==> config.mk <==
export PLATFORM = sky130hd
export DESIGN_NAME = inst_decode_flat
export DESIGN_NICKNAME = d
export VERILOG_FILES = /design/src/riscv_pkg.sv /design/src/frontend_pkg.sv /design/src/imss_if.sv /design/src/inst_decode.sv /design/src/flat_wrapper.sv
export VERILOG_INCLUDE_DIRS = /design/src
export SDC_FILE = /design/constraint.sdc
export NUM_CORES = 1
export LEC_CHECK = 0
export BUFFER_PORTS_ARGS = -buffer_cell sky130_fd_sc_hd__buf_2
export CORE_ASPECT_RATIO = 1.25
export CORE_MARGIN = 5
export CORE_UTILIZATION = 40
export CTS_CLUSTER_DIAMETER = 60
export DETAILED_ROUTE_END_ITERATION = 8
export PLACE_DENSITY_LB_ADDON = 0.15
export RECOVER_POWER = 100
export REMOVE_ABC_BUFFERS = 1
export SYNTH_ARGS = -nofsm -noshare
export SYNTH_HDL_FRONTEND = slang
export SYNTH_SLANG_ARGS = --single-unit
==> constraint.sdc <==
create_clock -name clk -period 2.7 [get_ports clk]
set_clock_uncertainty 0.1 [all_clocks]
set_input_delay 0.135 -clock clk [delete_from_list [all_inputs] [get_ports clk]]
set_output_delay 0.135 -clock clk [all_outputs]
set_load 0.01 [all_outputs]
==> src/frontend_consts.svh <==
// Compile-time sizes only; IMSS_SIZE_BYTES must be a power of two and DECODE_QUEUE_DEPTH at least 2
`ifndef FRONTEND_CONSTS_SVH
`define FRONTEND_CONSTS_SVH

// Data path and address width
`define XLEN 32

// Instruction memory size in bytes
`define IMSS_SIZE_BYTES 1024

// Request to response latency in cycles, fixed by the stub pipeline
`define IMSS_LATENCY 2

// Decode queue entries, also the fetch credit count
`define DECODE_QUEUE_DEPTH 4

`endif

==> src/riscv_pkg.sv <==
// RV32I base encodings only; no compressed, CSR or extension formats
package riscv_pkg;

    typedef logic [31:0] word_t;

    // Major opcodes of RV32I
    typedef enum logic [6:0] {
        OP_LOAD     = 7'b0000011,
        OP_MISC_MEM = 7'b0001111,
        OP_IMM      = 7'b0010011,
        OP_AUIPC    = 7'b0010111,
        OP_STORE    = 7'b0100011,
        OP_OP       = 7'b0110011,
        OP_LUI      = 7'b0110111,
        OP_BRANCH   = 7'b1100011,
        OP_JALR     = 7'b1100111,
        OP_JAL      = 7'b1101111,
        OP_SYSTEM   = 7'b1110011
    } opcode_e;

    // FMT_ILLEGAL marks a fetch fault, FMT_BAD an unknown opcode
    typedef enum logic [2:0] {
        FMT_R, FMT_I, FMT_S, FMT_B, FMT_U, FMT_J, FMT_BAD, FMT_ILLEGAL
    } inst_fmt_e;

    typedef struct packed {
        logic [6:0] funct7;
        logic [4:0] rs2;
        logic [4:0] rs1;
        logic [2:0] funct3;
        logic [4:0] rd;
        opcode_e    opcode;
    } r_type_s;

    typedef struct packed {
        logic [11:0] imm;
        logic [4:0]  rs1;
        logic [2:0]  funct3;
        logic [4:0]  rd;
        opcode_e     opcode;
    } i_type_s;

    typedef struct packed {
        logic [6:0] imm_11_5;
        logic [4:0] rs2;
        logic [4:0] rs1;
        logic [2:0] funct3;
        logic [4:0] imm_4_0;
        opcode_e    opcode;
    } s_type_s;

    // Branch offset bits are scattered, bit 0 implied zero
    typedef struct packed {
        logic       imm_12;
        logic [5:0] imm_10_5;
        logic [4:0] rs2;
        logic [4:0] rs1;
        logic [2:0] funct3;
        logic [3:0] imm_4_1;
        logic       imm_11;
        opcode_e    opcode;
    } b_type_s;

    typedef struct packed {
        logic [19:0] imm_31_12;
        logic [4:0]  rd;
        opcode_e     opcode;
    } u_type_s;

    typedef struct packed {
        logic       imm_20;
        logic [9:0] imm_10_1;
        logic       imm_11;
        logic [7:0] imm_19_12;
        logic [4:0] rd;
        opcode_e    opcode;
    } j_type_s;

    // One instruction word, six field views
    typedef union packed {
        word_t   raw;
        r_type_s r;
        i_type_s i;
        s_type_s s;
        b_type_s b;
        u_type_s u;
        j_type_s j;
    } inst_u;

endpackage

==> src/frontend_pkg.sv <==
// Front-end types sized from frontend_consts.svh; relies on riscv_pkg for the format enum
package frontend_pkg;

    `include "frontend_consts.svh"

    import riscv_pkg::*;

    // Byte address, no translation
    typedef logic [`XLEN-1:0] addr_t;

    // Counter holding 0 up to DECODE_QUEUE_DEPTH inclusive
    typedef logic [$clog2(`DECODE_QUEUE_DEPTH + 1)-1:0] qptr_t;

    // One decoded instruction as seen at the queue head
    typedef struct packed {
        addr_t     pc;
        inst_fmt_e fmt;
        logic [4:0] rd;
        logic [4:0] rs1;
        logic [4:0] rs2;
        word_t     imm;
    } decoded_s;

endpackage

==> src/imss_if.sv <==
// No response ready; the consumer must always accept a response
`timescale 1ns/1ps

interface imss_if
    import riscv_pkg::*, frontend_pkg::*;
();

    // Request side, from fetch
    logic  req_valid;
    logic  req_ready;
    addr_t req_addr;

    // Response side, from the memory subsystem
    logic  rsp_valid;
    logic  rsp_illegal;
    addr_t rsp_addr;
    word_t rsp_data;

    modport fetch (
        output req_valid,
        output req_addr,
        input  req_ready
    );

    modport subsystem (
        input  req_valid,
        input  req_addr,
        output req_ready,
        output rsp_valid,
        output rsp_illegal,
        output rsp_addr,
        output rsp_data
    );

    // Decode only watches responses
    modport decode (
        input rsp_valid,
        input rsp_illegal,
        input rsp_addr,
        input rsp_data
    );

endinterface

==> src/inst_decode.sv <==
// Responses are taken unconditionally; fetch credits must keep the queue from overflowing
`timescale 1ns/1ps

`include "frontend_consts.svh"

module inst_decode
    import riscv_pkg::*, frontend_pkg::*;
(
    input  logic     clk,
    input  logic     rst_n,
    imss_if.decode   imss,
    output logic     slot_free,
    output logic     inst_valid,
    input  logic     inst_ready,
    output decoded_s inst
);

    localparam int DEPTH = `DECODE_QUEUE_DEPTH;
    localparam int IDX_W = $clog2(DEPTH);

    // Queue storage
    addr_t q_pc   [DEPTH];
    logic  q_ill  [DEPTH];
    word_t q_word [DEPTH];

    logic [IDX_W-1:0] wr_idx;
    logic [IDX_W-1:0] rd_idx;
    qptr_t            count;
    logic             push;
    logic             pop;
    inst_u            head;

    function automatic logic [IDX_W-1:0] next_idx(input logic [IDX_W-1:0] idx);
        if (idx == IDX_W'(DEPTH - 1)) begin
            return '0;
        end
        return idx + 1'b1;
    endfunction

    assign push       = imss.rsp_valid;
    assign inst_valid = (count != '0);
    assign pop        = inst_valid && inst_ready;
    // One credit back to fetch per departure
    assign slot_free  = pop;

    always_ff @(posedge clk) begin
        if (push) begin
            q_pc[wr_idx]   <= imss.rsp_addr;
            q_ill[wr_idx]  <= imss.rsp_illegal;
            q_word[wr_idx] <= imss.rsp_data;
        end
    end

    always_ff @(posedge clk) begin
        if (!rst_n) begin
            wr_idx <= '0;
            rd_idx <= '0;
            count  <= '0;
        end else begin
            if (push) begin
                wr_idx <= next_idx(wr_idx);
            end
            if (pop) begin
                rd_idx <= next_idx(rd_idx);
            end
            case ({push, pop})
                2'b10:   count <= count + 1'b1;
                2'b01:   count <= count - 1'b1;
                default: count <= count;
            endcase
        end
    end

    assign head = q_word[rd_idx];

    // Head decode, missing fields stay zero
    always_comb begin
        inst     = '0;
        inst.pc  = q_pc[rd_idx];
        inst.fmt = FMT_BAD;
        if (q_ill[rd_idx]) begin
            inst.fmt = FMT_ILLEGAL;
        end else begin
            case (head.r.opcode)
                OP_OP: begin
                    inst.fmt = FMT_R;
                    inst.rd  = head.r.rd;
                    inst.rs1 = head.r.rs1;
                    inst.rs2 = head.r.rs2;
                end
                OP_IMM, OP_LOAD, OP_JALR, OP_MISC_MEM, OP_SYSTEM: begin
                    inst.fmt = FMT_I;
                    inst.rd  = head.i.rd;
                    inst.rs1 = head.i.rs1;
                    inst.imm = {{20{head.i.imm[11]}}, head.i.imm};
                end
                OP_STORE: begin
                    inst.fmt = FMT_S;
                    inst.rs1 = head.s.rs1;
                    inst.rs2 = head.s.rs2;
                    inst.imm = {{20{head.s.imm_11_5[6]}}, head.s.imm_11_5, head.s.imm_4_0};
                end
                OP_BRANCH: begin
                    inst.fmt = FMT_B;
                    inst.rs1 = head.b.rs1;
                    inst.rs2 = head.b.rs2;
                    // Halfword offset, bit 0 clear
                    inst.imm = {{19{head.b.imm_12}}, head.b.imm_12, head.b.imm_11,
                                head.b.imm_10_5, head.b.imm_4_1, 1'b0};
                end
                OP_LUI, OP_AUIPC: begin
                    inst.fmt = FMT_U;
                    inst.rd  = head.u.rd;
                    inst.imm = {head.u.imm_31_12, 12'b0};
                end
                OP_JAL: begin
                    inst.fmt = FMT_J;
                    inst.rd  = head.j.rd;
                    inst.imm = {{11{head.j.imm_20}}, head.j.imm_20, head.j.imm_19_12,
                                head.j.imm_11, head.j.imm_10_1, 1'b0};
                end
                default: inst.fmt = FMT_BAD;
            endcase
        end
    end

    // Full queue on a response means the fetch credit count is broken
    no_push_when_full_a: assert property (@(posedge clk) disable iff (!rst_n)
        push |-> (count < qptr_t'(DEPTH)));

endmodule

==> src/flat_wrapper.sv <==
// flat-port wrapper written by rule: the top's interface ports become plain ports
module inst_decode_flat import riscv_pkg::*, frontend_pkg::*;
  (clk, rst_n, slot_free, inst_valid, inst_ready, inst, imss_rsp_valid, imss_rsp_illegal, imss_rsp_addr, imss_rsp_data);
  imss_if imss_i ();
  input  logic clk;
  input  logic rst_n;
  output logic slot_free;
  output logic inst_valid;
  input  logic inst_ready;
  output decoded_s inst;
  input wire logic [$bits(imss_i.rsp_valid)-1:0] imss_rsp_valid;
  input wire logic [$bits(imss_i.rsp_illegal)-1:0] imss_rsp_illegal;
  input wire logic [$bits(imss_i.rsp_addr)-1:0] imss_rsp_addr;
  input wire logic [$bits(imss_i.rsp_data)-1:0] imss_rsp_data;
  assign imss_i.rsp_valid = imss_rsp_valid;
  assign imss_i.rsp_illegal = imss_rsp_illegal;
  assign imss_i.rsp_addr = imss_rsp_addr;
  assign imss_i.rsp_data = imss_rsp_data;
  inst_decode u_core (.clk(clk), .rst_n(rst_n), .imss(imss_i), .slot_free(slot_free), .inst_valid(inst_valid), .inst_ready(inst_ready), .inst(inst));
endmodule
==> results.sh <==
export IMPL_path_cells="buf_6 > mux4_2 > or3b_4 > buf_6 > buf_4 > a21oi_1 > o21ai_0 > a21oi_2 > buf_2"
export IMPL_unrepaired_setup_endpoints_after_global_routing="true"
export IMPL_nFillCells=2193
export IMPL_die_width_um=157
export IMPL_drt_wl_total_um=24800
export IMPL_max_cap_violations=0
export IMPL_dr_first_iter_drc_count=274
export IMPL_synth_main_ff_cell="edfxtp_1"
export IMPL_relative_slew_margins_pct=27.5
export IMPL_violated_checks="setup timing"
export IMPL_die_y_um=194
export IMPL_synth_top_area_share_pct=72.0
export IMPL_worst_setup_hold_path_clk_slew_ns=0.06
export IMPL_worst_pin_slew_ns=1.09
export IMPL_cts_num_sinks=269
export IMPL_multiInputGateArea_um2=2930
export IMPL_final_antenna_net_count=0
export IMPL_fin_setup_tns_ns=-17.72
export IMPL_dieArea_um2=30500
export IMPL_initial_core_utilization_pct=40.4
export IMPL_clock_tree_root_cell="clkbuf_16"
export IMPL_grt_pass1_wl_um=38100
export IMPL_wirelength_met1_um=9110
export IMPL_routabilityCongestion=0.846
export IMPL_vias_in_the_first_global_route=6759
export IMPL_grt_use_total_pct=15.9
export IMPL_layout_setup_ws_ns=-0.428
export IMPL_rows=67
export IMPL_port_buffers=152
export IMPL_drcViolationCount=0
export IMPL_n_antenna_cell=0
export IMPL_timing_critical_path_slowest_stage_cell="mux4_2"
export IMPL_placeableCoreArea_um2=26800
export IMPL_pin_count_of_the_biggest_net_entering_global_routing=36
export IMPL_fin_crit_ns=3.13
export IMPL_met2_length_um=13700
export IMPL_leakage_nw=4.79
export IMPL_area_growth_syn_to_layout_pct=33.6
export IMPL_detail_route_first_pass_iterations=4
export IMPL_yosysTopAreaCell="edfxtp_1"
export IMPL_area_sequential_um2=8000
export IMPL_ys_async_sr_fraction_pct=0
export IMPL_critical_path_reg2reg_startpoint="u_core.wr_idx[1]"
export IMPL_layout_drive_gt1_share_pct=35.9
export IMPL_final_common_cell="edfxtp_1"
export IMPL_path_class="reg2out"
export IMPL_syn_mean_instance_area_um2=19.9
export IMPL_status="finished, violations left"
export IMPL_route_vias_total=6178
export IMPL_ys_types=59
export IMPL_post_synth_inst_count=544
export IMPL_yosys_warnings=0
export IMPL_synth_sequential_area_ratio_pct=73.6
export IMPL_power_per_cell_area_nw_per_um2=804
export IMPL_wl_per_cell_um=20.5
export IMPL_ir_drop_v=0.000477
export IMPL_critical_path_max_fanout=4
export IMPL_layout_cells_most_common_list="edfxtp_1 (260), clkbuf_1 (105), dlygate4sd3_1 (69)"
export IMPL_final_max_slew_viol_count=0
export IMPL_met3WireLength_um=1490
export IMPL_cp_buffers_inverters=4
export IMPL_timing_final_setup_violations=50
export IMPL_ctsHtreeMaxLevel=1
export IMPL_critical_path_arrival_ns=2.89
export IMPL_hold_class="in2reg"
export IMPL_place_inst=1057
export IMPL_most_frequent_cell_on_the_critical_path="buf_6"
export IMPL_stdcell_count=1208
export IMPL_ys_ff_latch=269
export IMPL_worst_path_largest_cell_delay_ns=0.56
export IMPL_synth_edf_count=260
export IMPL_cts_tree="built"
export IMPL_synth_area_um2=10800
export IMPL_worst_setup_path_end_kind="primary output"
export IMPL_crit_path_start_kind="flip-flop"
export IMPL_num_nets_final=917
export IMPL_antenna_found_initial=0
export IMPL_final_period_utilization_pct=116
export IMPL_ios=153
export IMPL_gr_total_overflow=0
export IMPL_post_drt_via_cell_ratio=5.11
export IMPL_total_cts_buffers=28
export IMPL_synth_area_top_cells="edfxtp_1 (72%), mux4_2 (13%), dfxtp_1 (1.7%)"
export IMPL_worst_skew_pair_late_latency_ns=0.52
export IMPL_cts_path_max_buffers=3
export IMPL_dp_final_hpwl_um=15600
export IMPL_max_freq_mhz=320
export IMPL_worstHoldStart="imss_rsp_addr[20]"
export IMPL_cp_required_ns=2.47
export IMPL_timing_critical_path_max_delay_family="multiplexers"
export IMPL_final_hold_violation_count=0
export IMPL_top_layer_used="met4"
path summary, 6_finish.rpt:
path	to	slack, ns	cells after the start
setup reg to reg	u_core.q_word[1][10]	0.20	4
hold reg to reg	flip-flop	0.44	2
setup / recovery	inst[11]	-0.43	9
hold / removal	u_core.q_pc[1][20]	0.31	2
flip-flops by register name, indices dropped and copies added (netlist names), named ones only:
name / cells
u_core.rd_idx: 2
u_core.q_pc: 128
u_core.count: 3
u_core.wr_idx: 2
u_core.q_word: 128
u_core.q_ill: 4
power breakdown:
part | leakage [nW] | internal (mW) | switching [mW] | total (mW)
sequential | 2.46 | 4.78 | 0.0680 | 4.85
clock | 0.508 | 2.63 | 1.52 | 4.15
combinational | 1.81 | 1.26 | 1.38 | 2.64
stage by stage:
step	util (%)	instance area (um^2)	worst slack (ns)	power (mW)	hold slack [ns]
6_report	54.0	14500	-0.428	11.6	0.313
5_1_grt	54.0	14500	-0.542	12.2	0.308
4_1_cts	53.9	14400	-0.448	11.7	0.229
3_5_place_dp	45.8	12300	-0.133	7.18	0.251
3_3_place_gp	45.8	12300	-0.0393	7.12	0.244
2_1_floorplan	-	10700	-3.04	6.38	0.134
kinds of logic (layout without fill, tap and decap cells):
group / Yosys count / in the layout / share of synthesized area (%)
XOR/XNOR: 2 / 2 / 0.161
AND/OR/NAND/NOR: 108 / 108 / 5.94
adder cells (fa/ha/maj): 7 / 7 / 0.876
multiplexers: 69 / 70 / 13.8
AO/OA/AOI/OAI: 54 / 54 / 3.94
flip-flops: 269 / 269 / 73.6
buffers and inverters: 35 / 353 / 1.66
cell usage after synthesis, types with 5 or more instances:
| library cell | number |
|---|---|
| inv_1 | 9 |
| nand2_1 | 33 |
| nor2_1 | 5 |
| buf_2 | 12 |
| ha_1 | 6 |
| a21oi_1 | 16 |
| edfxtp_1 | 260 |
| nand3_1 | 11 |
| dfxtp_1 | 9 |
| mux4_2 | 63 |
| and3_1 | 6 |
| and2_1 | 16 |
| nor2b_2 | 5 |
| a21oi_2 | 13 |
metal layers:
layer / track usage [%] / vias up
li1: - / 2805
met1: 18.3 / 3126
met2: 29.9 / 198
met3: 3.24 / 49
met4: 3.86 / 0
met5: 0 / -
area by class of cell:
| class | instances | share of cell area, % |
|---|---|---|
| Clock buffer | 31 | 5.06 |
| Clock inverter | 21 | 1.99 |
| Inverter | 11 | 0.285 |
| Multi-Input combinational cell | 241 | 20.2 |
| Sequential cell | 269 | 55.2 |
| Tap cell | 345 | 2.98 |
| Timing Repair Buffer | 290 | 14.3 |
what timing repair did:
item                                    4_1_cts  5_1_grt
hold buffers                                 69        0
setup buffers                                24        5
endpoints found under the setup margin       50       66
pin swaps                                    29       23
gates cloned                                  3        1
hold endpoints to repair                    269        0
gates resized for setup                      53       40
Power figures use the tool's default switching activity.
