**config.mk**
```make
export PLATFORM = sky130hd
export DESIGN_NAME = fetch_pc_gen_flat
export DESIGN_NICKNAME = d
export VERILOG_FILES = /design/src/riscv_pkg.sv /design/src/frontend_pkg.sv /design/src/imss_if.sv /design/src/fetch_pc_gen.sv /design/src/flat_wrapper.sv
export VERILOG_INCLUDE_DIRS = /design/src
export SDC_FILE = /design/constraint.sdc
export NUM_CORES = 1
export LEC_CHECK = 0
export ABC_AREA = 1
export BUFFER_PORTS_ARGS = -buffer_cell sky130_fd_sc_hd__buf_2
export CAP_MARGIN = 0
export CORE_MARGIN = 2
export CORE_UTILIZATION = 27
export DETAILED_ROUTE_END_ITERATION = 10
export PLACE_DENSITY = 0.55
export SYNTH_ARGS = -nofsm -noshare
export SYNTH_HDL_FRONTEND = slang
export SYNTH_SLANG_ARGS = --single-unit
```
**constraint.sdc**
```tcl
create_clock -name clk -period 2.05 [get_ports clk]
set_input_delay 0.205 -clock clk [delete_from_list [all_inputs] [get_ports clk]]
set_output_delay 0.205 -clock clk [all_outputs]
set_load 0.02 [all_outputs]
```
**src/frontend_consts.svh**
```systemverilog
// Compile-time sizes only; IMSS_SIZE_BYTES must be a power of two and DECODE_QUEUE_DEPTH at least 2
`ifndef FRONTEND_CONSTS_SVH
`define FRONTEND_CONSTS_SVH

// Data path and address width
`define XLEN 32

// Instruction memory size in bytes
`define IMSS_SIZE_BYTES 1024

// Request to response latency in cycles, fixed by the stub pipeline
`define IMSS_LATENCY 2

// Decode queue entries, also the fetch credit count
`define DECODE_QUEUE_DEPTH 4

`endif

```
**src/riscv_pkg.sv**
```systemverilog
// RV32I base encodings only; no compressed, CSR or extension formats
package riscv_pkg;

    typedef logic [31:0] word_t;

    // Major opcodes of RV32I
    typedef enum logic [6:0] {
        OP_LOAD     = 7'b0000011,
        OP_MISC_MEM = 7'b0001111,
        OP_IMM      = 7'b0010011,
        OP_AUIPC    = 7'b0010111,
        OP_STORE    = 7'b0100011,
        OP_OP       = 7'b0110011,
        OP_LUI      = 7'b0110111,
        OP_BRANCH   = 7'b1100011,
        OP_JALR     = 7'b1100111,
        OP_JAL      = 7'b1101111,
        OP_SYSTEM   = 7'b1110011
    } opcode_e;

    // FMT_ILLEGAL marks a fetch fault, FMT_BAD an unknown opcode
    typedef enum logic [2:0] {
        FMT_R, FMT_I, FMT_S, FMT_B, FMT_U, FMT_J, FMT_BAD, FMT_ILLEGAL
    } inst_fmt_e;

    typedef struct packed {
        logic [6:0] funct7;
        logic [4:0] rs2;
        logic [4:0] rs1;
        logic [2:0] funct3;
        logic [4:0] rd;
        opcode_e    opcode;
    } r_type_s;

    typedef struct packed {
        logic [11:0] imm;
        logic [4:0]  rs1;
        logic [2:0]  funct3;
        logic [4:0]  rd;
        opcode_e     opcode;
    } i_type_s;

    typedef struct packed {
        logic [6:0] imm_11_5;
        logic [4:0] rs2;
        logic [4:0] rs1;
        logic [2:0] funct3;
        logic [4:0] imm_4_0;
        opcode_e    opcode;
    } s_type_s;

    // Branch offset bits are scattered, bit 0 implied zero
    typedef struct packed {
        logic       imm_12;
        logic [5:0] imm_10_5;
        logic [4:0] rs2;
        logic [4:0] rs1;
        logic [2:0] funct3;
        logic [3:0] imm_4_1;
        logic       imm_11;
        opcode_e    opcode;
    } b_type_s;

    typedef struct packed {
        logic [19:0] imm_31_12;
        logic [4:0]  rd;
        opcode_e     opcode;
    } u_type_s;

    typedef struct packed {
        logic       imm_20;
        logic [9:0] imm_10_1;
        logic       imm_11;
        logic [7:0] imm_19_12;
        logic [4:0] rd;
        opcode_e    opcode;
    } j_type_s;

    // One instruction word, six field views
    typedef union packed {
        word_t   raw;
        r_type_s r;
        i_type_s i;
        s_type_s s;
        b_type_s b;
        u_type_s u;
        j_type_s j;
    } inst_u;

endpackage

```
**src/frontend_pkg.sv**
```systemverilog
// Front-end types sized from frontend_consts.svh; relies on riscv_pkg for the format enum
package frontend_pkg;

    `include "frontend_consts.svh"

    import riscv_pkg::*;

    // Byte address, no translation
    typedef logic [`XLEN-1:0] addr_t;

    // Counter holding 0 up to DECODE_QUEUE_DEPTH inclusive
    typedef logic [$clog2(`DECODE_QUEUE_DEPTH + 1)-1:0] qptr_t;

    // One decoded instruction as seen at the queue head
    typedef struct packed {
        addr_t     pc;
        inst_fmt_e fmt;
        logic [4:0] rd;
        logic [4:0] rs1;
        logic [4:0] rs2;
        word_t     imm;
    } decoded_s;

endpackage

```
**src/imss_if.sv**
```systemverilog
// No response ready; the consumer must always accept a response
`timescale 1ns/1ps

interface imss_if
    import riscv_pkg::*, frontend_pkg::*;
();

    // Request side, from fetch
    logic  req_valid;
    logic  req_ready;
    addr_t req_addr;

    // Response side, from the memory subsystem
    logic  rsp_valid;
    logic  rsp_illegal;
    addr_t rsp_addr;
    word_t rsp_data;

    modport fetch (
        output req_valid,
        output req_addr,
        input  req_ready
    );

    modport subsystem (
        input  req_valid,
        input  req_addr,
        output req_ready,
        output rsp_valid,
        output rsp_illegal,
        output rsp_addr,
        output rsp_data
    );

    // Decode only watches responses
    modport decode (
        input rsp_valid,
        input rsp_illegal,
        input rsp_addr,
        input rsp_data
    );

endinterface

```
**src/fetch_pc_gen.sv**
```systemverilog
// PC only increments by 4, no redirect; halt wins over start in the same cycle
`timescale 1ns/1ps

`include "frontend_consts.svh"

module fetch_pc_gen
    import frontend_pkg::*;
(
    input  logic  clk,
    input  logic  rst_n,
    input  logic  start,
    input  addr_t start_pc,
    input  logic  halt,
    input  logic  slot_free,
    imss_if.fetch imss
);

    logic  running;
    addr_t pc;
    qptr_t credits;
    logic  req_fire;

    // Hold off while every queue slot is spoken for
    assign imss.req_valid = running && (credits != qptr_t'(`DECODE_QUEUE_DEPTH));
    assign imss.req_addr  = pc;
    assign req_fire       = imss.req_valid && imss.req_ready;

    always_ff @(posedge clk) begin
        if (!rst_n) begin
            running <= 1'b0;
            credits <= '0;
        end else begin
            if (halt) begin
                running <= 1'b0;
            end else if (start) begin
                running <= 1'b1;
            end
            // Issued minus freed
            case ({req_fire, slot_free})
                2'b10:   credits <= credits + 1'b1;
                2'b01:   credits <= credits - 1'b1;
                default: credits <= credits;
            endcase
        end
    end

    // PC moves only on an accepted request
    always_ff @(posedge clk) begin
        if (start) begin
            pc <= start_pc;
        end else if (req_fire) begin
            pc <= pc + addr_t'(4);
        end
    end

    // Decode frees slots only for items fetch paid for
    credit_bound_a: assert property (@(posedge clk) disable iff (!rst_n)
        credits <= qptr_t'(`DECODE_QUEUE_DEPTH));

endmodule

```
**src/flat_wrapper.sv**
```systemverilog
// flat-port wrapper written by rule: the top's interface ports become plain ports
module fetch_pc_gen_flat import frontend_pkg::*;
  (clk, rst_n, start, start_pc, halt, slot_free, imss_req_valid, imss_req_addr, imss_req_ready);
  imss_if imss_i ();
  input  logic clk;
  input  logic rst_n;
  input  logic start;
  input  addr_t start_pc;
  input  logic halt;
  input  logic slot_free;
  output wire logic [$bits(imss_i.req_valid)-1:0] imss_req_valid;
  output wire logic [$bits(imss_i.req_addr)-1:0] imss_req_addr;
  input wire logic [$bits(imss_i.req_ready)-1:0] imss_req_ready;
  assign imss_req_valid = imss_i.req_valid;
  assign imss_req_addr = imss_i.req_addr;
  assign imss_i.req_ready = imss_req_ready;
  fetch_pc_gen u_core (.clk(clk), .rst_n(rst_n), .start(start), .start_pc(start_pc), .halt(halt), .slot_free(slot_free), .imss(imss_i));
endmodule
```
==> reports/qor.csv, run 1 <==
metric,value,unit
grt_max_degree,31,
synth-simple-area-share,42.3,%
period_share,85.5,%
cts_hold_buf,0,
setup_viol,0,
hold_depth,2,
r2r_start,u_core.credits[1],
synth_area_leaders,"edfxtp_1, nand2_1, nand3_1, nor2_1, inv_1",
crit_required,2.25,ns
die_h,97.8,um
grt_usage,14.2,%
io_pins,71,
dieArea,0.00956,mm^2
clkTransAtPathRegs,0.09,ns
maxCapViolations,0,
postSynthAreaPerCell,7.15,um^2
post-route-drc-count,0,
core,0.00864,mm^2
first_iter_violations,156,
min-delay-path-class,in -> reg,
cts_tree,done,
fin_tns_setup,0,ns
synth.most_common_cell,nand2_1,
routed_wl,6.47,mm
ys_seq_area_share,43.8,%
yosysWarnings,0,
cts_setup_buffers,0,
initial_core_util,27.5,%
cts_resized,0,
root_buffer,clkbuf_8,
skew,0.0119,ns
wl_per_cell,12.6,um
vdd_drop_max,397,uV
crit_type,reg -> reg,
period_needed,1.75,ns
fmax,0.570,GHz
hold_ws,0.0443,ns
finalInstanceArea,0.00294,mm^2
dp_hpwl,4.93,mm
grt_pass1_vias,2341,
min_from,halt,
yosysTopAreaCell,edfxtp_1,
clk-insertion-delay-late,0.30,ns
synth_edf_count,32,
vias,2277,
grt-ovfl-total,0,
end_kind,flip-flop,
synthTopCellsByCount,"nand2_1, nor2_1, edfxtp_1, inv_1, nand3_1",
placed_cell_area,0.00285,mm^2
syn_to_final_growth,23.9,%
drive_gt1_share,25.2,%
yosysTopAreaCellShare,40.5,%
rsz0062_at_grt,no,
critPathArrivalTime,1.96,ns
place.gp.congestion,0.826,
drtAntennaViolNets,0,
cts_max_level,2,
clock_sinks,36,
final_util,34.1,%
nets,445,
antenna_cells,0,
firstDrtPassIters,4,
cts_buffer_depth,2,
hold_viol,0,
numPortBuffers,70,
critPathMaxFanout,3,
status,"complete, no violations",
syn_area,0.00237,mm^2
syn_nets,373,
dp_slack,0.315,ns
synth_top_family_by_area,simple AND/OR/NAND/NOR gates,
synth_flop_cell,edfxtp_1,
muxShareOfSynthArea,0,%
synthCells,332,
num_rows,34,
cellLeakagePower,1.35,nW
worst-r2r-cell-count,11,
hold_path_end,u_core.running,
synth_compound_area_share,4.64,%
grt_pass1_wl,11.0,mm
async_flop_share,0,%
numCtsBuffers,5,
synth_xor_area_share,1.11,%
worst-slew-pin-transition,0.421,ns
antenna_found_initial,0,
start_kind,flip-flop,
r2r_slack,0.30,ns
chipWidth,97.8,um
fillers,968,
worst_slack,0.296,ns
ys_types,22,
viasPerCell,4.44,
powerDensity,637,mW/mm^2
finalMaxSlewViolations,0,
r2r_end,u_core.credits[2],
ys_ff_latch,36,
slew_headroom,71.9,%
synth_fa_ha_area_share,1.90,%
==> per-stage QoR <==
| stage | std cells | power, mW |
|---|---|---|
| 2_1_floorplan | 332 | 1.20 |
| 3_3_place_gp | 505 | 1.35 |
| 3_5_place_dp | 505 | 1.35 |
| 4_1_cts | 513 | 1.89 |
| 5_1_grt | 513 | 1.98 |
| 6_report | 513 | 1.88 |
==> cell type report <==
cell class                      count  area (um^2)  area share, %
Multi-Input combinational cell    257         1180           40.3
Sequential cell                    36         1040           35.4
Timing Repair Buffer               73          373           12.7
Tap cell                          108          135           4.59
Inverter                           31          116           3.95
Clock buffer                        5         68.8           2.34
Clock inverter                      3         23.8          0.808
==> how the worst max path moves through the flow <==
stage,endpoint,start,depth (start not counted)
2_1_floorplan,u_core.imss.req_addr[10],u_core.credits[1],4
3_3_place_gp,u_core.credits[2],u_core.credits[1],11
3_5_place_dp,u_core.credits[2],u_core.credits[0],11
4_1_cts,u_core.credits[2],u_core.credits[1],11
5_1_grt,u_core.credits[2],u_core.credits[1],11
6_report,u_core.credits[2],u_core.credits[1],11
==> metal layers <==
| layer | routed length [um] | vias to the layer above | track usage [%] | part of all wire (%) |
|---|---|---|---|---|
| met1 | 3120 | 1025 | 18.5 | 48 |
| met2 | 2970 | 49 | 24.1 | 46 |
| met3 | 302 | 6 | 3.22 | 4.7 |
| met5 | 0 | - | 0 | 0 |
| li1 | - | 1197 | - | - |
| met4 | 68 | 0 | 3.53 | 1.1 |
==> cell families after synthesis <==
logic type	count (synthesis)
flip-flops	36
buffers and inverters	39
AND/OR/NAND/NOR	230
XOR/XNOR	3
AO/OA/AOI/OAI	21
adder cells (fa/ha/maj)	3
==> power breakdown <==
group,switching [mW],internal [mW]
registers,0.0689,0.880
logic,0.248,0.136
clock network,0.303,0.241
==> cells in the final DEF, fill, tap and decap left out, drive strengths merged <==
cell      instances
nand3            30
fa                1
ha                2
dfxtp             4
inv              31
a21oi             5
clkinvlp          2
edfxtp           32
or2               3
a31oi             2
o21ai            13
nor2             52
o21bai            1
xor2              3
buf              73
clkbuf            5
clkinv            1
and2              3
nand2           142
==> flip-flops by register name (all words and copies together) (netlist names) <==
register,flops
u_core.running,1
u_core.imss.req_addr,32
u_core.credits,3
==> worst max-delay path, stage by stage (launching register included) <==
cell     delay (ns)
dfxtp_1        0.34
inv_1          0.07
a31oi_1        0.22
nand2_1        0.11
ha_1           0.19
inv_1          0.10
fa_1           0.20
nor2_1         0.06
nor2_1         0.08
nand2_1        0.07
o21ai_0        0.16
a21oi_1        0.06
(Power assumes the default switching activity.)
==> run 2: changes to the inputs <==
- BUFFER_PORTS_ARGS: -buffer_cell sky130_fd_sc_hd__buf_2 -> -buffer_cell sky130_fd_sc_hd__clkbuf_2
==> reports/qor.csv, run 2 (synthesized netlist as in run 1, its figures left out) <==
metric,value,unit
grt_usage,13.7,%
vias,2272,
fillers,944,
status,"complete, no violations",
worst-slew-pin-transition,0.432,ns
crit_type,reg -> reg,
chipWidth,97.8,um
wl_per_cell,12.4,um
rsz0062_at_grt,no,
grt_pass1_vias,2245,
worst_slack,0.337,ns
clkTransAtPathRegs,0.07,ns
switching_share,30.7,%
core,0.00864,mm^2
routed_wl,6.35,mm
drive_gt1_share,25.0,%
largest_reg_flops,32,
grt-ovfl-total,0,
numPortBuffers,70,
dp_hpwl,4.86,mm
period_needed,1.71,ns
finalMaxSlewViolations,0,
cts_hold_buf,0,
crit_required,2.24,ns
fin_tns_setup,0,ns
cts_max_level,2,
cts_tree,done,
cts_setup_buffers,0,
hold_viol,0,
start_kind,flip-flop,
power_switching,582,uW
slew_headroom,71.2,%
first_iter_violations,139,
cts_resized,0,
cellLeakagePower,1.38,nW
num_rows,34,
vdd_drop_max,321,uV
clock_sinks,36,
powerDensity,644,mW/mm^2
post-route-drc-count,0,
period_share,83.6,%
seqPwrFrac,50.1,%
firstDrtPassIters,4,
fmax,0.584,GHz
setup_viol,0,
share_comb_of_total_power,20.1,%
dieArea,0.00956,mm^2
cts_buffer_depth,2,
die_h,97.8,um
initial_core_util,27.5,%
maxCapViolations,0,
dp_slack,0.351,ns
numCtsBuffers,5,
clk-insertion-delay-late,0.30,ns
mostFrequentLayoutCells,"nand2_1, clkbuf_2, nor2_1",
antenna_cells,0,
antenna_found_initial,0,
io_pins,71,
drtAntennaViolNets,0,
place.gp.congestion,0.815,
min-delay-path-class,in -> reg,
viasPerCell,4.44,
end_kind,flip-flop,
critPathMaxFanout,3,
p_clk_share,29.8,%
critPathArrivalTime,1.90,ns
final_common_cell,nand2_1,
grt_max_degree,44,
root_buffer,clkbuf_8,
p_int,1.31,mW
skew,0.00531,ns
nets,445,
grt_pass1_wl,10.6,mm
syn_to_final_growth,24.1,%
==> run 2: cell types whose count changed in the layout (fill, tap and decap cells not counted), sizes merged <==
cell,previous run,this run
clkbuf,5,77
buf,73,3
clkinvlp,2,0
clkinv,1,0
==> run 2: critical path, stage by stage, from the launching register on <==
cell	delay, ns
dfxtp_1	0.34
inv_1	0.07
a31oi_1	0.21
nand2_1	0.10
ha_1	0.18
inv_1	0.10
fa_1	0.20
nor2_1	0.05
nor2_1	0.09
nand2_1	0.07
o21ai_0	0.15
a21oi_1	0.05
==> run 2: metrics by stage <==
step	instances	hold WS (ns)	power, mW	utilization, %	area (um^2)
after floorplan	332	0.277	1.20	-	2370
after global placement	505	0.363	1.35	33.0	2850
after detailed placement	505	0.365	1.36	33.0	2850
after CTS	512	0.0490	1.92	34.1	2950
after global routing	512	0.0676	1.99	34.1	2950
final	512	0.0563	1.90	34.1	2950
==> run 2: final timing paths <==
kind | start | endpoint | slack (ns) | cells after the start
worst max-delay path | u_core.credits[1] | u_core.credits[2] | 0.34 | 11
worst min-delay path | halt | u_core.running | 0.06 | 2
worst max register to register | u_core.credits[1] | u_core.credits[2] | 0.34 | 11
worst min register to register | u_core.credits[2] | u_core.credits[2] | 0.48 | 2
==> run 2: layout make-up <==
| class | instances | area [um^2] | share of cell area [%] |
|---|---|---|---|
| Multi-Input combinational cell | 257 | 1180 | 40.2 |
| Clock buffer | 7 | 96.3 | 3.27 |
| Tap cell | 108 | 135 | 4.59 |
| Inverter | 31 | 116 | 3.95 |
| Timing Repair Buffer | 73 | 373 | 12.7 |
| Sequential cell | 36 | 1040 | 35.3 |
==> run 2: per-layer routing <==
| metal | up-vias | share of wire (%) | track usage (%) |
|---|---|---|---|
| met2 | 64 | 45 | 22.9 |
| met1 | 1007 | 47 | 17.6 |
| met3 | 7 | 6.3 | 3.29 |
| met5 | - | 0 | 0 |
| li1 | 1194 | - | - |
| met4 | 0 | 1.4 | 4.38 |
==> run 2: power groups by stage <==
stage                     sequential, mW  combinational (mW)  clock [mW]
after global routing               0.963               0.432       0.593
after CTS                          0.952               0.388       0.576
final                              0.950               0.381       0.565
after floorplan                     1.02               0.184           0
after global placement             0.965               0.383           0
after detailed placement           0.968               0.387           0
==> run 3: changes to the inputs <==
- ABC_AREA: 1 -> 0
- PLACE_DENSITY: 0.55 -> 0.56
- clock period: 2.05 -> 1.8 ns (I/O delays scaled with it)
==> reports/qor.csv, run 3 <==
metric,value,unit
dp_hpwl,4.56,mm
ys_types,31,
critPathArrivalTime,2.16,ns
cts_hold_buf,0,
grt_usage,14.5,%
largest_reg_flops,32,
chipWidth,92.8,um
die_h,92.8,um
period_share,113,%
syn_to_final_growth,51.3,%
rsz0062_at_grt,yes,
cts_max_level,2,
maxCapViolations,0,
placed_cell_area,0.00296,mm^2
finalMaxSlewViolations,0,
min-delay-path-class,in -> reg,
worst-slew-pin-transition,0.420,ns
slowest_stage,or4_4,
fillers,806,
crit_required,1.93,ns
cp_num_buf_inv,1,
synthTopCellsByCount,"edfxtp_1, nand2_1, nor2_1, or4_1, a31oi_1",
clkTransAtPathRegs,0.08,ns
firstDrtPassIters,4,
finalInstanceArea,0.00322,mm^2
io_pins,71,
vias,2167,
nets,387,
worst_slack,-0.228,ns
yosysTopAreaCell,edfxtp_1,
hold_ws,0.0459,ns
fmax,0.493,GHz
skew,0.0102,ns
wl_per_cell,13.4,um
critPathTopFamily,simple AND/OR/NAND/NOR gates,
routed_wl,6.02,mm
clock_sinks,36,
grt_max_degree,31,
powerDensity,700,mW/mm^2
mostFrequentLayoutCells,"clkbuf_2, buf_4, edfxtp_1",
violations,setup timing,
numPortBuffers,70,
clk-insertion-delay-late,0.29,ns
antenna_cells,0,
grt_pass1_wl,9.87,mm
path_cells,nand4_1 > or4_1 > buf_6 > or4_4 > a31oi_1,
dp_slack,-0.293,ns
crit_type,reg -> reg,
postSynthAreaPerCell,9.59,um^2
end_kind,flip-flop,
syn_nets,263,
synth_area_leaders,"edfxtp_1, or4_1, nand2_1, o31ai_1, a31oi_1",
drtAntennaViolNets,0,
initial_core_util,27.7,%
hold_viol,0,
dieArea,0.00861,mm^2
period_needed,2.03,ns
synthCells,222,
synth_edf_count,32,
critPathMaxFanout,13,
cts_buffer_depth,2,
synth_flop_cell,edfxtp_1,
synth.most_common_cell,edfxtp_1,
vdd_drop_max,258,uV
yosysTopAreaCellShare,45.1,%
syn_area,0.00213,mm^2
num_rows,32,
grt-ovfl-total,0,
core,0.00769,mm^2
first_iter_violations,81,
cp_slowest_stage_delay,0.51,ns
viasPerCell,4.83,
yosysWarnings,0,
post-route-drc-count,0,
slew_headroom,72.0,%
drive_gt1_share,46.1,%
status,"complete, but fails checks",
final_common_cell,clkbuf_2,
ys_seq_area_share,48.9,%
ys_ff_latch,36,
setup_viol,17,
antenna_found_initial,0,
numCtsBuffers,5,
cts_tree,done,
root_buffer,clkbuf_8,
cellLeakagePower,1.31,nW
async_flop_share,0,%
start_kind,flip-flop,
place.gp.congestion,0.784,
grt_pass1_vias,2114,
-- run 3: worst register-to-register path: cells and delay by family (launching register included) --
| family | cells | cell delay, ns |
|---|---|---|
| compound gates | 1 | 0.19 |
| simple gates | 3 | 1.09 |
| buf+inv | 1 | 0.17 |
| flops | 1 | 0.43 |
-- run 3: through the flow --
| step | util [%] | setup TNS (ns) | total power [mW] | cells |
|---|---|---|---|---|
| detailed placement | 38.4 | -2.65 | 1.64 | 429 |
| finish | 41.9 | -2.55 | 2.25 | 449 |
| global route | 41.9 | -4.28 | 2.37 | 449 |
| CTS | 40.7 | -2.78 | 2.25 | 443 |
| floorplan | - | -4.89 | 1.37 | 222 |
| global placement | 38.4 | -2.11 | 1.63 | 429 |
-- run 3: metal layers --
metal / up-vias / part of all wire [%] / GRT usage (%)
met5: - / 0 / 0
met4: 0 / 0.80 / 4.04
met3: 6 / 5.4 / 3.66
met2: 54 / 49 / 24.5
met1: 1019 / 45 / 18.2
li1: 1088 / - / -
-- run 3: repair_timing --
action	CTS	global route
resized for setup	8	13
buffers inserted	6	8
endpoints found under the setup margin	18	21
pin swaps	6	13
-- run 3: area by class of cell --
type	count	area (um^2)	area share, %
Inverter	12	45.0	1.40
Timing Repair Buffer	129	805	25.0
Clock buffer	6	72.6	2.25
Clock inverter	2	12.5	0.389
Multi-Input combinational cell	162	1110	34.6
Sequential cell	36	1040	32.4
Tap cell	102	128	3.96
-- run 3: logic make-up after synthesis --
group,synth area share [%]
flops,48.9
mux,0.529
compound gates,14.2
simple gates,24.6
buf+inv,4.29
xor+xnor,5.35
fa+ha+maj,2.12
-- run 3: report_power, final --
part           internal, mW  switching [mW]
registers              1.00          0.0498
logic                 0.283           0.337
clock network         0.271           0.310
total                  1.56           0.696
-- run 3: path summary, 6_finish.rpt --
kind	from	end	slack, ns	depth (start not counted)
setup / recovery	u_core.imss.req_addr[2]	u_core.imss.req_addr[31]	-0.23	5
hold / removal	halt	u_core.running	0.05	2
setup reg to reg	u_core.imss.req_addr[2]	u_core.imss.req_addr[31]	-0.23	5
hold reg to reg	u_core.credits[2]	u_core.credits[2]	0.50	2
